--- src/rtl/cam_display_config.svh ---
/* display timing and buffer geometry */
`ifndef CAM_DISPLAY_CONFIG_SVH
`define CAM_DISPLAY_CONFIG_SVH

`define H_ACTIVE 640    // pixel clocks
`define H_FRONT  16
`define H_SYNC   96
`define H_BACK   48
`define H_TOTAL  800

`define V_ACTIVE 480    // lines
`define V_FRONT  10
`define V_SYNC   2
`define V_BACK   33
`define V_TOTAL  525

`define FB_W           320
`define FB_H           240
`define FB_DEPTH       76800
`define FB_BANK0_DEPTH 32768   // first word of bank 1

// read path latencies in clocks
`define MEM_RD_LAT 2
`define PIX_LAT    1
`define SYNC_DELAY (`MEM_RD_LAT + `PIX_LAT)

`endif

--- src/rtl/cam_display_pkg.sv ---
/* display types */
`default_nettype none

package cam_display_pkg;

    typedef logic [16:0] fb_addr_t;   // covers 76800 words

    typedef struct packed {
        logic [4:0] r;
        logic [5:0] g;
        logic [4:0] b;
    } rgb565_t;

    typedef struct packed {
        logic [7:0] r;
        logic [7:0] g;
        logic [7:0] b;
    } rgb888_t;

    // hsync and vsync are active low
    typedef struct packed {
        logic hsync;
        logic vsync;
        logic blank_n;
    } vga_sync_t;

    typedef struct packed {
        logic     en;
        fb_addr_t addr;
        rgb565_t  data;
    } fb_write_t;

    // sync high, picture blanked
    localparam vga_sync_t SYNC_IDLE = '{hsync: 1'b1, vsync: 1'b1, blank_n: 1'b0};

endpackage

`default_nettype wire

--- src/rtl/pixel_convert.sv ---
/* rgb565 to rgb888 pixel stage */
`timescale 1ns/1ps
`default_nettype none

module pixel_convert (
    input  wire logic                     clk_25_vga,
    input  wire logic                     rst_n,
    input  wire cam_display_pkg::rgb565_t pix,
    input  wire logic                     active,
    input  wire logic                     gray_mode,
    output cam_display_pkg::rgb888_t      rgb
);
    import cam_display_pkg::*;

    rgb888_t     wide;
    logic [15:0] luma_sum;
    logic [7:0]  luma;
    rgb888_t     next_rgb;

    // low bits padded with ones
    assign wide = '{
        r: {pix.r, 3'b111},
        g: {pix.g, 2'b11},
        b: {pix.b, 3'b111}
    };

    // weights sum to 252, result scaled by 1/256
    assign luma_sum = 16'd76 * 16'(wide.r)
                    + 16'd150 * 16'(wide.g)
                    + 16'd26 * 16'(wide.b);
    assign luma = luma_sum[15:8];

    always_comb begin
        if (!active) begin
            next_rgb = '0;   // black in blanking
        end else if (gray_mode) begin
            next_rgb = '{r: luma, g: luma, b: luma};
        end else begin
            next_rgb = wide;
        end
    end

    always_ff @(posedge clk_25_vga or negedge rst_n) begin
        if (!rst_n) begin
            rgb <= '0;
        end else begin
            rgb <= next_rgb;
        end
    end

endmodule

`default_nettype wire

--- config.mk ---
export PLATFORM = sky130hd
export DESIGN_NAME = pixel_convert
export DESIGN_NICKNAME = d
export VERILOG_FILES = /design/src/rtl/cam_display_config.svh /design/src/rtl/cam_display_pkg.sv /design/src/rtl/pixel_convert.sv
export SDC_FILE = /design/constraint.sdc
export NUM_CORES = 1
export LEC_CHECK = 0
export BUFFER_PORTS_ARGS = -buffer_cell sky130_fd_sc_hd__buf_4
export CAP_MARGIN = 15
export CORE_MARGIN = 2
export CORE_UTILIZATION = 50
export DETAILED_ROUTE_END_ITERATION = 8
export GPL_TIMING_DRIVEN = 0
export HOLD_SLACK_MARGIN = 0.03
export PLACE_DENSITY = 0.7
export REMOVE_ABC_BUFFERS = 1
export SKIP_CTS_REPAIR_TIMING = 1
export SKIP_LAST_GASP = 1
export SLEW_MARGIN = 10
export SYNTH_ARGS = -nofsm -noshare
export SYNTH_HDL_FRONTEND = slang
export SYNTH_SLANG_ARGS = --single-unit
--- constraint.sdc ---
create_clock -name clk_25_vga -period 0.8 [get_ports clk_25_vga]
set_input_delay 0.04 -clock clk_25_vga [delete_from_list [all_inputs] [get_ports clk_25_vga]]
set_output_delay 0.04 -clock clk_25_vga [all_outputs]
set_load 0.1 [all_outputs]
==> results.json <==
{
  "avgViaCountPerCell": 5.63,
  "routed_wirelength_um": 7830,
  "fin_setup_tns_ns": -62.80,
  "cts_tree": "built",
  "antenna_found_initial": 0,
  "max_freq_mhz": 237,
  "rsz0062_at_grt": "true",
  "yosysSeqAreaShare": 0.149,
  "dr_wl_met2_um": 3940,
  "cts_buffers": 3,
  "fin_crit_sh": 5.27,
  "seq_area_sq_um": 479,
  "cap_violations": 0,
  "avgSynthCellArea_sq_um": 9.11,
  "largest_reg_flops": 19,
  "start_util": 0.510,
  "grt_pass1_wl_um": 11000,
  "htreeDepth": 1,
  "vias": 2684,
  "grt_usage": 0.188,
  "synth_mux_area_frac": 0.0165,
  "endpoint_kind": "flop",
  "drc": 0,
  "cts-root-buf": "clkbuf_8",
  "placementRows": 29,
  "dieHeight_um": 83.8,
  "port_buffers": 43,
  "startpoint": "pix[6]",
  "antenna_left": 0,
  "drt_iter0_drc": 105,
  "cts_max_path_buffers": 2,
  "worstMarginPinSlew_ns": 1.10,
  "met1_length_um": 3500,
  "start_kind": "input port",
  "synth_cell_types": 48,
  "yosysTopAreaCell": "ha_1",
  "worst-path-stages": 21,
  "synth_top_family_by_area": "adder cells",
  "ys_seq_elements": 19,
  "top_register": "rgb",
  "hold_path.class": "in -> reg",
  "path_cells": "buf_12, ha_4, inv_4, fa_1, fa_1, inv_2, ha_4, nor3_1, a21oi_4, a21oi_2, xor2_1, fa_1, inv_2, ha_4, nand4_1, a21oi_2, a211oi_2, buf_4, o21ai_4, xor2_2, a22o_1",
  "syn_inst": 349,
  "cp_max_fo": 4,
  "synth_ff_type": "dfrtp_1",
  "ys.warnings.count": 0,
  "violations": "setup timing",
  "min_period_ns": 4.22,
  "largestRegisters": "rgb x19",
  "yosys-top-cells-area": "ha_1, dfrtp_1, fa_1",
  "drt_pass1_iterations": 4,
  "synth_top_area_frac": 0.279,
  "core_area_sq_um": 6240,
  "slowest_delay_ns": 0.51,
  "synth-simple-area-share": 0.111,
  "dp_hpwl_um": 5570,
  "synth-edff-count": 0,
  "clock_sinks": 19,
  "setup_viol": 43,
  "nets": 510,
  "multiInputGateArea_sq_um": 2880,
  "syn_area_sq_um": 3180,
  "synth_xor_area_frac": 0.0771,
  "grt_overflow": 0,
  "grt_pass1_vias": 2469,
  "fillers": 455,
  "cp_top_family": "adder cells",
  "crit_path_top_delay_cell": "fa_1",
  "synth_compound_area_frac": 0.170,
  "synth-async-reset-ratio": 1.00,
  "crit_required_ns": 0.99,
  "grt_max_degree": 20,
  "maxSlewHeadroom": 0.263,
  "dieWidth_um": 83.8,
  "status": "finished, violations left",
  "ios": 44,
  "critPathKind": "in -> reg",
  "setup_slack_ns": -3.42,
  "hold_viol_final": 0,
  "synthToLayoutAreaGrowth_pct": 37.9,
  "top_layer": "met4",
  "wire_per_inst_um": 16.4,
  "antenna_cells": 0,
  "crit_end": "rgb[5]",
  "worst-path-buf-inv": 5,
  "routabilityCongestion": 0.819,
  "worstPathArrival_ns": 4.41,
  "layout-drive-gt1-share": 0.333,
  "clk_pin_slew_ns": 0.06,
  "dieArea_sq_um": 7010,
  "synth_fa_ha_area_frac": 0.393,
  "wl_met3_um": 246,
  "drv_slew": 0
}
-- routing by layer --
metal,vias to the layer above,track usage
li1,1307,-
met1,1292,0.270
met2,70,0.306
met3,15,0.0109
met4,0,0.0543
met5,-,0
-- worst min path at each step --
| stage | start | end | slack (ns) | cells past startpoint |
|---|---|---|---|---|
| after floorplan | rst_n | rgb[0] | -0.26 | 0 |
| after global placement | rst_n | rgb[20] | -0.09 | 1 |
| after detailed placement | rst_n | rgb[19] | -0.08 | 1 |
| after CTS | rst_n | rgb[0] | -0.35 | 1 |
| after global routing | pix[3] | rgb[6] | 0.05 | 2 |
| final | pix[3] | rgb[6] | 0.04 | 2 |
-- cell families after synthesis --
| group | count (synthesis) |
|---|---|
| XOR/XNOR | 28 |
| AND/OR/NAND/NOR | 66 |
| buffers and inverters | 63 |
| multiplexers | 5 |
| adder cells (fa/ha/maj) | 89 |
| AO/OA/AOI/OAI | 79 |
| flip-flops | 19 |
-- cells in the mapped netlist, types with 4 or more instances --
master and number:
nor2_1 9, a21o_1 10, nand3_1 6, buf_4 7
dfrtp_1 19, nand2b_1 4, nand2_1 17, nand4_1 4
nor2b_1 6, xor2_1 9, xnor2_1 19, o21ai_0 9
fa_1 18, nor3_1 4, a22o_1 10, and2_1 5
a21oi_1 25, ha_1 71, inv_1 54
-- cells in the final DEF (no fill, tap or decap), types with 5 or more instances in the layout --
| cell | n |
|---|---|
| ha_1 | 52 |
| inv_1 | 50 |
| buf_4 | 27 |
| fa_1 | 18 |
| dfrtp_1 | 16 |
| ha_4 | 15 |
| xnor2_1 | 14 |
| nand2_1 | 14 |
| buf_12 | 12 |
| buf_8 | 12 |
| a21oi_1 | 11 |
| a22o_1 | 10 |
| a21o_1 | 10 |
| a21oi_2 | 10 |
| nor2_1 | 8 |
| o21ai_0 | 7 |
| nor2b_1 | 6 |
| xor2_1 | 6 |
| nand3_2 | 5 |
-- metrics by stage --
step	cells	utilization	setup slack, ns	area, sq um	hold slack, ns
after CTS	464	0.574	-3.84	3580	-0.354
final	477	0.703	-3.42	4390	0.0410
after global routing	477	0.703	-3.45	4390	0.0489
after floorplan	340	-	-3.55	3120	-0.256
after detailed placement	460	0.567	-4.09	3540	-0.0814
after global placement	460	0.567	-4.06	3540	-0.0852
-- final cells by class --
cell class                 instances  area share
inverter                          54      0.0468
timing repair buffer              56       0.154
tap                               77      0.0220
multi-input combinational        267       0.657
sequential                        19       0.109
clock buffer                       4      0.0103
Power is not shown: default switching activity piles up to over one toggle a cycle in this logic, so the estimate is an artifact.
