===== src/rtl/cam_display_config.svh =====
/* display timing and buffer geometry */
`ifndef CAM_DISPLAY_CONFIG_SVH
`define CAM_DISPLAY_CONFIG_SVH

`define H_ACTIVE 640    // pixel clocks
`define H_FRONT  16
`define H_SYNC   96
`define H_BACK   48
`define H_TOTAL  800

`define V_ACTIVE 480    // lines
`define V_FRONT  10
`define V_SYNC   2
`define V_BACK   33
`define V_TOTAL  525

`define FB_W           320
`define FB_H           240
`define FB_DEPTH       76800
`define FB_BANK0_DEPTH 32768   // first word of bank 1

// read path latencies in clocks
`define MEM_RD_LAT 2
`define PIX_LAT    1
`define SYNC_DELAY (`MEM_RD_LAT + `PIX_LAT)

`endif


===== src/rtl/cam_display_pkg.sv =====
/* display types */
`default_nettype none

package cam_display_pkg;

    typedef logic [16:0] fb_addr_t;   // covers 76800 words

    typedef struct packed {
        logic [4:0] r;
        logic [5:0] g;
        logic [4:0] b;
    } rgb565_t;

    typedef struct packed {
        logic [7:0] r;
        logic [7:0] g;
        logic [7:0] b;
    } rgb888_t;

    // hsync and vsync are active low
    typedef struct packed {
        logic hsync;
        logic vsync;
        logic blank_n;
    } vga_sync_t;

    typedef struct packed {
        logic     en;
        fb_addr_t addr;
        rgb565_t  data;
    } fb_write_t;

    // sync high, picture blanked
    localparam vga_sync_t SYNC_IDLE = '{hsync: 1'b1, vsync: 1'b1, blank_n: 1'b0};

endpackage

`default_nettype wire


===== src/rtl/vga_timing.sv =====
/* vga 640x480 timing */
`timescale 1ns/1ps
`default_nettype none
`include "cam_display_config.svh"

module vga_timing (
    input  wire logic                  clk_25_vga,
    input  wire logic                  rst_n,
    output cam_display_pkg::vga_sync_t sync,
    output logic                       active,
    output cam_display_pkg::fb_addr_t  rd_addr
);
    import cam_display_pkg::*;

    localparam logic [9:0] H_ACT    = 10'(`H_ACTIVE);
    localparam logic [9:0] H_LAST   = 10'(`H_TOTAL - 1);
    localparam logic [9:0] HS_START = 10'(`H_ACTIVE + `H_FRONT);
    localparam logic [9:0] HS_END   = 10'(`H_ACTIVE + `H_FRONT + `H_SYNC);
    localparam logic [9:0] V_ACT    = 10'(`V_ACTIVE);
    localparam logic [9:0] V_LAST   = 10'(`V_TOTAL - 1);
    localparam logic [9:0] VS_START = 10'(`V_ACTIVE + `V_FRONT);
    localparam logic [9:0] VS_END   = 10'(`V_ACTIVE + `V_FRONT + `V_SYNC);

    logic [9:0] h_cnt;
    logic [9:0] v_cnt;
    logic       line_end;
    logic       hs_n;
    logic       vs_n;
    fb_addr_t   row_base;
    fb_addr_t   col;

    assign line_end = (h_cnt == H_LAST);

    always_ff @(posedge clk_25_vga or negedge rst_n) begin
        if (!rst_n) begin
            h_cnt <= '0;
            v_cnt <= '0;
        end else begin
            if (line_end) begin
                h_cnt <= '0;
                if (v_cnt == V_LAST) begin
                    v_cnt <= '0;
                end else begin
                    v_cnt <= v_cnt + 10'd1;
                end
            end else begin
                h_cnt <= h_cnt + 10'd1;
            end
        end
    end

    assign active = (h_cnt < H_ACT) && (v_cnt < V_ACT);
    assign hs_n   = !((h_cnt >= HS_START) && (h_cnt < HS_END));   // 656..751
    assign vs_n   = !((v_cnt >= VS_START) && (v_cnt < VS_END));   // 490..491

    assign sync = '{hsync: hs_n, vsync: vs_n, blank_n: active};

    // each stored pixel fills a 2x2 block on screen
    assign row_base = fb_addr_t'(v_cnt[9:1]) * fb_addr_t'(`FB_W);
    assign col      = fb_addr_t'(h_cnt[9:1]);

    // parked at word 0 during blanking
    assign rd_addr = active ? (row_base + col) : '0;

endmodule

`default_nettype wire


===== config.mk =====
export PLATFORM = sky130hd
export DESIGN_NAME = vga_timing
export DESIGN_NICKNAME = d
export VERILOG_FILES = /design/src/rtl/cam_display_pkg.sv /design/src/rtl/vga_timing.sv
export VERILOG_INCLUDE_DIRS = /design/src /design/src/rtl
export SDC_FILE = /design/constraint.sdc
export NUM_CORES = 1
export LEC_CHECK = 0
export BUFFER_PORTS_ARGS = -buffer_cell sky130_fd_sc_hd__buf_2
export CAP_MARGIN = 30
export CORE_ASPECT_RATIO = 1.25
export CORE_UTILIZATION = 35
export CTS_BUF_LIST = sky130_fd_sc_hd__clkbuf_16
export CTS_CLUSTER_DIAMETER = 30
export CTS_CLUSTER_SIZE = 25
export DETAILED_ROUTE_END_ITERATION = 8
export HOLD_SLACK_MARGIN = 0.06
export PLACE_DENSITY = 0.6
export RECOVER_POWER = 25
export SYNTH_ARGS = -nofsm -noshare
export SYNTH_HDL_FRONTEND = slang
export SYNTH_SLANG_ARGS = --single-unit

===== constraint.sdc =====
create_clock -name clk_25_vga -period 3.8 [get_ports clk_25_vga]
set_input_delay 0.57 -clock clk_25_vga [delete_from_list [all_inputs] [get_ports clk_25_vga]]
set_output_delay 0.57 -clock clk_25_vga [all_outputs]
set_load 0.01 [all_outputs]

==> impl_metrics.py, run 1 <==
metrics = {
    "setup_path": {
        "worstPathBufferInverterCount": 1,
        "crit_top_cell": "ha_1",
        "crit_required_ns": 3.23,
        "critical_path.top_delay_family": "adder cells",
        "worst-path-stages": 9,
        "end_kind": "output port",
        "rr_worst_depth": 6,
        "critical_path_class": "register to output port",
        "critPathMaxFanout": 9,
        "crit_slowest_cell": "dfrtp_2",
        "critPathArrivalTime_ns": 3.01,
        "cp-start-kind": "register",
        "crit_path_cell_trace": "ha_1 > ha_1 > fa_2 > a211oi_2 > nor4b_1 > a2111oi_2 > nand4_1 > a21oi_1 > buf_2",
        "max_stage_delay_ns": 0.47,
    },
    "power": {
        "ir_drop_mv": 0.177,
        "power_density_nw_per_um2": 244,
        "cellLeakagePower_nw": 1.03,
    },
    "clock_tree": {
        "path_clk_slew_ns": 0.06,
        "clkSinkCount": 20,
        "clockBufferDepth": 2,
        "cts_tree": "yes",
        "cts_resized": 0,
        "clock-root-buffer": "clkbuf_16",
        "clock_insertion_delay_worst_skew_ns": 0.25,
        "cts_buffers": 3,
        "htreeDepth": 1,
        "holdBufCountCts": 0,
        "cts_setup_buffers": 0,
    },
    "grt": {
        "gr-total-overflow": 0,
        "grt_max_degree": 21,
        "track_usage_pct": 14.9,
        "antenna_found_initial": 0,
        "grt_pass1_vias": 1347,
        "grt_pass1_wl_um": 6200,
    },
    "logic_synthesis": {
        "synth_cells": 206,
        "synth.area.top_cells": "dfrtp_1 28%, ha_1 15%, xnor2_1 5.3%, nor2_1 4.8%, xor2_1 4.4%",
        "ys_warn_count": 0,
        "ys_seq_area_share_pct": 27.6,
        "ys_types": 44,
        "syn_area_per_cell_sq_um": 8.79,
        "yosysTopAreaCell": "dfrtp_1",
        "synth_nets": 231,
        "synth_area_sq_um": 1810,
        "synth_top_cell_area_share_pct": 27.6,
        "ys_seq_elements": 20,
    },
    "routing": {
        "drtIter0Drc": 47,
        "vias": 1519,
        "routed_wirelength_um": 3790,
        "wl_per_cell_um": 13.3,
        "first_pass_iters": 4,
        "route.antenna.remaining_nets": 0,
        "routed_via_density": 5.31,
        "drcViolationCount": 0,
    },
    "sta": {
        "finalHoldViolCount": 0,
        "worst_slew_pin_slew_ns": 1.11,
        "fin_worst_skew_ns": 0.00519,
        "finalSetupViolCount": 0,
        "rsz0062_at_grt": "false",
        "period_minus_slack_ns": 3.58,
        "slew_headroom_pct": 26.2,
        "final_max_slew_viol_count": 0,
        "timing.fmax_mhz": 279,
        "fin_setup_tns_ns": 0,
        "fin_crit_sh_pct": 94.2,
    },
    "die": {
        "ios": 23,
        "core_area_sq_um": 4870,
        "num_rows": 28,
        "dieArea_sq_um": 5470,
        "start_util_pct": 37.2,
        "die_x_um": 66.3,
        "die_y_um": 82.4,
    },
    "finish": {
        "utilization_pct": 42.9,
        "drive_gt1_share_pct": 18.1,
        "finalNetCount": 252,
        "final_common_cell": "nor2_1",
        "mostFrequentLayoutCells": "23 x nor2_1, 21 x ha_1, 21 x buf_2",
        "antenna_cells": 0,
        "area_growth_pct": 15.4,
        "fillCellCount": 482,
    },
    "worst_hold_path": {
        "hold_class": "register to register",
        "hold_path_depth": 1,
    },
    "place": {
        "portBuffers": 22,
        "dp.final_hpwl_um": 2900,
        "routabilityCongestion": 0.765,
    },
    "outcome": {
        "status": "complete, no violations",
    },
    "flow_run": {
        "maxCapViolCount": 0,
    },
}
-- logic make-up (layout without fill, tap and decap cells) --
kind of cell | after synthesis | after routing | share of synthesized area, %
fa+ha+maj | 23 | 23 | 16.7
buf+inv | 14 | 34 | 3.66
mux | 1 | 1 | 0.553
compound gates | 37 | 37 | 13.8
flops | 20 | 20 | 27.6
xor+xnor | 20 | 20 | 9.68
simple gates | 91 | 91 | 28.0
-- sequential cells by signal, summed over array words and instances (netlist names) --
| signal | cells |
|---|---|
| h_cnt | 10 |
| v_cnt | 10 |
-- cells in the mapped netlist --
library cell and instances:
a2111oi_2 1, a211oi_1 1, a211oi_2 1, a21o_1 4, a21oi_1 5, a31o_2 1
a31oi_1 2, and2_1 9, and3_1 6, and4_1 1, buf_4 3, clkbuf_1 2
clkbuf_2 2, dfrtp_1 20, fa_1 2, ha_1 21, inv_1 7, mux2i_1 1
nand2_1 13, nand2b_1 2, nand3_1 9, nand3b_1 2, nand4_1 6, nor2_1 23
nor2b_1 2, nor3_1 2, nor4_1 1, nor4_2 2, nor4b_1 2, nor4b_2 1
o211a_1 2, o211ai_1 1, o21a_1 1, o21ai_0 13, o21ai_1 1, o21ba_2 1
o31ai_1 3, or2_2 2, or3_1 4, or3_4 1, or3b_1 1, or4_1 2
xnor2_1 11, xor2_1 9
-- worst register-to-register path: stages (launching register included) --
cell	delay, ns
dfrtp_1	0.38
ha_1	0.22
and3_1	0.26
nand4_1	0.29
or3_1	0.46
xor2_1	0.15
a21oi_1	0.11
-- through the flow --
stage	setup slack [ns]	area [sq um]	hold WS, ns	instances	power [mW]
2_1_floorplan	0.594	1810	0.274	206	0.217
3_3_place_gp	0.427	1960	0.472	282	0.222
3_5_place_dp	0.364	1960	0.474	282	0.222
4_1_cts	0.0815	2070	0.282	286	0.516
5_1_grt	0.0683	2090	0.523	286	0.522
6_report	0.221	2090	0.483	286	0.509
-- final cells by class --
class                      count  area, sq um  share of cell area [%]
multi-input combinational    172         1260                    60.5
sequential                    20          502                    24.0
timing repair buffer          23          116                    5.57
clock buffer                   3         75.1                    3.59
tap                           60         75.1                    3.59
clock inverter                 1         30.0                    1.44
inverter                       7         26.3                    1.26
-- final timing paths --
path | from | endpoint | slack [ns]
max in group asynchronous | rst_n | v_cnt[4]$_DFFE_PN0N_ | 2.55
min | h_cnt[0]$_DFF_PN0_ | h_cnt[0]$_DFF_PN0_ | 0.48
max | v_cnt[4]$_DFFE_PN0N_ | rd_addr[15] | 0.22
min in group asynchronous | rst_n | h_cnt[2]$_DFF_PN0_ | 0.50
min reg2reg | h_cnt[0]$_DFF_PN0_ | h_cnt[0]$_DFF_PN0_ | 0.48
max reg2reg | h_cnt[0]$_DFF_PN0_ | v_cnt[9]$_DFFE_PN0N_ | 1.86
-- power breakdown --
group | switching, mW | total (mW) | leakage (nW) | internal [mW]
Sequential | 0 | 0.213 | 0.263 | 0.213
Combinational | 0.00412 | 0.00432 | 0.712 | 0.000196
Clock | 0.0829 | 0.292 | 0.0511 | 0.209
Total | 0.0871 | 0.509 | 1.03 | 0.422
-- per-layer routing --
| metal | GRT usage [%] | part of all wire, % | wire, um |
|---|---|---|---|
| met1 | 18.5 | 48 | 1830 |
| met2 | 26.5 | 48 | 1810 |
| met4 | 5.74 | 1.6 | 61 |
| met3 | 1.24 | 2.3 | 86 |
| met5 | 0 | 0 | 0 |
(Power assumes the default switching activity.)
==> run 2, diff against run 1 <==
RECOVER_POWER = default   (was 25)
==> impl_metrics.py, run 2 (same netlist as run 1, synthesis figures left out) <==
metrics = {
    "finish": {
        "utilization_pct": 42.9,
        "fin_cells": 286,
        "fillCellCount": 481,
        "area_growth_pct": 15.5,
        "mostFrequentLayoutCells": "23 x nor2_1, 22 x buf_2, 21 x ha_1",
        "finalNetCount": 252,
        "top_regs": "h_cnt (10), v_cnt (10)",
        "drive_gt1_share_pct": 18.6,
        "antenna_cells": 0,
        "final_common_cell": "nor2_1",
    },
    "die": {
        "start_util_pct": 37.2,
        "ios": 23,
        "core_area_sq_um": 4870,
        "die_x_um": 66.3,
        "die_y_um": 82.4,
        "dieArea_sq_um": 5470,
        "num_rows": 28,
    },
    "setup_path": {
        "cp-start-kind": "register",
        "critPathArrivalTime_ns": 3.01,
        "r2r_end": "v_cnt[9]$_DFFE_PN0N_",
        "critical_path_class": "register to output port",
        "critPathMaxFanout": 9,
        "reg2reg_setup_slack_ns": 1.86,
        "rr_startpoint": "h_cnt[0]$_DFF_PN0_",
        "crit_start": "v_cnt[4]$_DFFE_PN0N_",
        "rr_worst_depth": 6,
        "crit_required_ns": 3.23,
        "end_kind": "output port",
    },
    "sta": {
        "period_minus_slack_ns": 3.58,
        "finalSetupViolCount": 0,
        "rsz0062_at_grt": "false",
        "finalHoldViolCount": 0,
        "fin_crit_sh_pct": 94.2,
        "slew_headroom_pct": 63.0,
        "final_max_slew_viol_count": 0,
        "worst_slew_pin_slew_ns": 0.550,
        "timing.fmax_mhz": 279,
        "fin_setup_tns_ns": 0,
        "fin_worst_skew_ns": 0.00519,
    },
    "clock_tree": {
        "cts_tree": "yes",
        "cts_buffers": 3,
        "holdBufCountCts": 0,
        "clock-root-buffer": "clkbuf_16",
        "clockBufferDepth": 2,
        "htreeDepth": 1,
        "clock_insertion_delay_worst_skew_ns": 0.25,
        "path_clk_slew_ns": 0.06,
        "clkSinkCount": 20,
    },
    "place": {
        "portBuffers": 22,
        "routabilityCongestion": 0.765,
        "dp.final_hpwl_um": 2900,
        "dp_cells": 282,
    },
    "flow_run": {
        "maxCapViolCount": 0,
    },
    "routing": {
        "drcViolationCount": 0,
        "routed_wirelength_um": 3790,
        "vias": 1519,
        "first_pass_iters": 4,
        "routed_via_density": 5.31,
        "route.antenna.remaining_nets": 0,
        "wl_per_cell_um": 13.3,
        "drtIter0Drc": 49,
    },
    "power": {
        "pwr-share-seq_pct": 41.8,
        "power_density_nw_per_um2": 244,
        "combinationalPowerShare_pct": 0.9,
        "switching_power_mw": 0.0871,
        "p_sw_share_pct": 17.1,
        "clockPowerShare_pct": 57.3,
        "p_int_mw": 0.422,
        "ir_drop_mv": 0.177,
        "cellLeakagePower_nw": 1.03,
    },
    "grt": {
        "grt_pass1_vias": 1347,
        "grt_max_degree": 21,
        "grt_pass1_wl_um": 6200,
        "antenna_found_initial": 0,
        "gr-total-overflow": 0,
        "track_usage_pct": 14.9,
    },
    "worst_hold_path": {
        "hold_class": "input pin to asynchronous set/reset pin",
    },
    "outcome": {
        "status": "complete, no violations",
    },
}
==> run 2: cell types whose count changed in the layout (fill, tap and decap cells not counted), sizes merged <==
cell	previous run	this run
clkbuf	4	3
buf	22	23
==> run 2: area by class of cell <==
cell class | count | area [sq um] | share of cell area [%]
multi-input combinational | 172 | 1260 | 60.5
sequential | 20 | 502 | 24.0
timing repair buffer | 23 | 118 | 5.63
clock buffer | 3 | 75.1 | 3.59
tap | 60 | 75.1 | 3.59
clock inverter | 1 | 30.0 | 1.44
inverter | 7 | 26.3 | 1.26
==> run 2: power groups by stage <==
stage                 logic, mW  clock network, mW  registers (mW)
CTS                     0.00503              0.298           0.213
floorplan           0.000000634                  0           0.217
detailed placement      0.00505                  0           0.217
global route            0.00540              0.304           0.213
global placement        0.00487                  0           0.217
finish                  0.00449              0.292           0.213
==> run 2: timing repair <==
action / 4_1_cts / 5_1_grt
buffers inserted: 0 / 0
gates resized for setup: 0 / 5
setup endpoints to repair: 0 / 3
==> run 2: how the worst max path moves through the flow <==
stage               slack (ns)  cells past startpoint           to
CTS                       0.08                      9  rd_addr[16]
detailed placement        0.36                      9  rd_addr[16]
global route              0.07                      9  rd_addr[14]
global placement          0.43                      9  rd_addr[16]
floorplan                 0.59                      8  rd_addr[16]
finish                    0.22                      9  rd_addr[15]
==> run 2: layer usage <==
layer | global-route usage [%] | up-vias | part of all wire [%]
li1 | - | 776 | -
met1 | 18.5 | 711 | 48
met2 | 26.5 | 28 | 48
met3 | 1.24 | 4 | 2.3
met4 | 5.74 | 0 | 1.6
met5 | 0 | - | 0
==> run 2: worst max-delay path, cell delays in order (launching register included) <==
cell and delay [ns]:
dfrtp_2 0.47, ha_1 0.33, ha_1 0.24, fa_2 0.39
a211oi_2 0.30, nor4b_1 0.10, a2111oi_2 0.47, nand4_1 0.15
a21oi_1 0.16, buf_2 0.16
==> run 2: per-stage QoR <==
step                      total power [mW]  hold slack [ns]  worst slack (ns)  instance area [sq um]
final                                0.509            0.258             0.221                   2090
after global routing                 0.522            0.294            0.0683                   2090
after CTS                            0.516            0.282            0.0815                   2070
after detailed placement             0.222            0.474             0.364                   1960
after global placement               0.222            0.472             0.427                   1960
after floorplan                      0.217            0.274             0.594                   1810
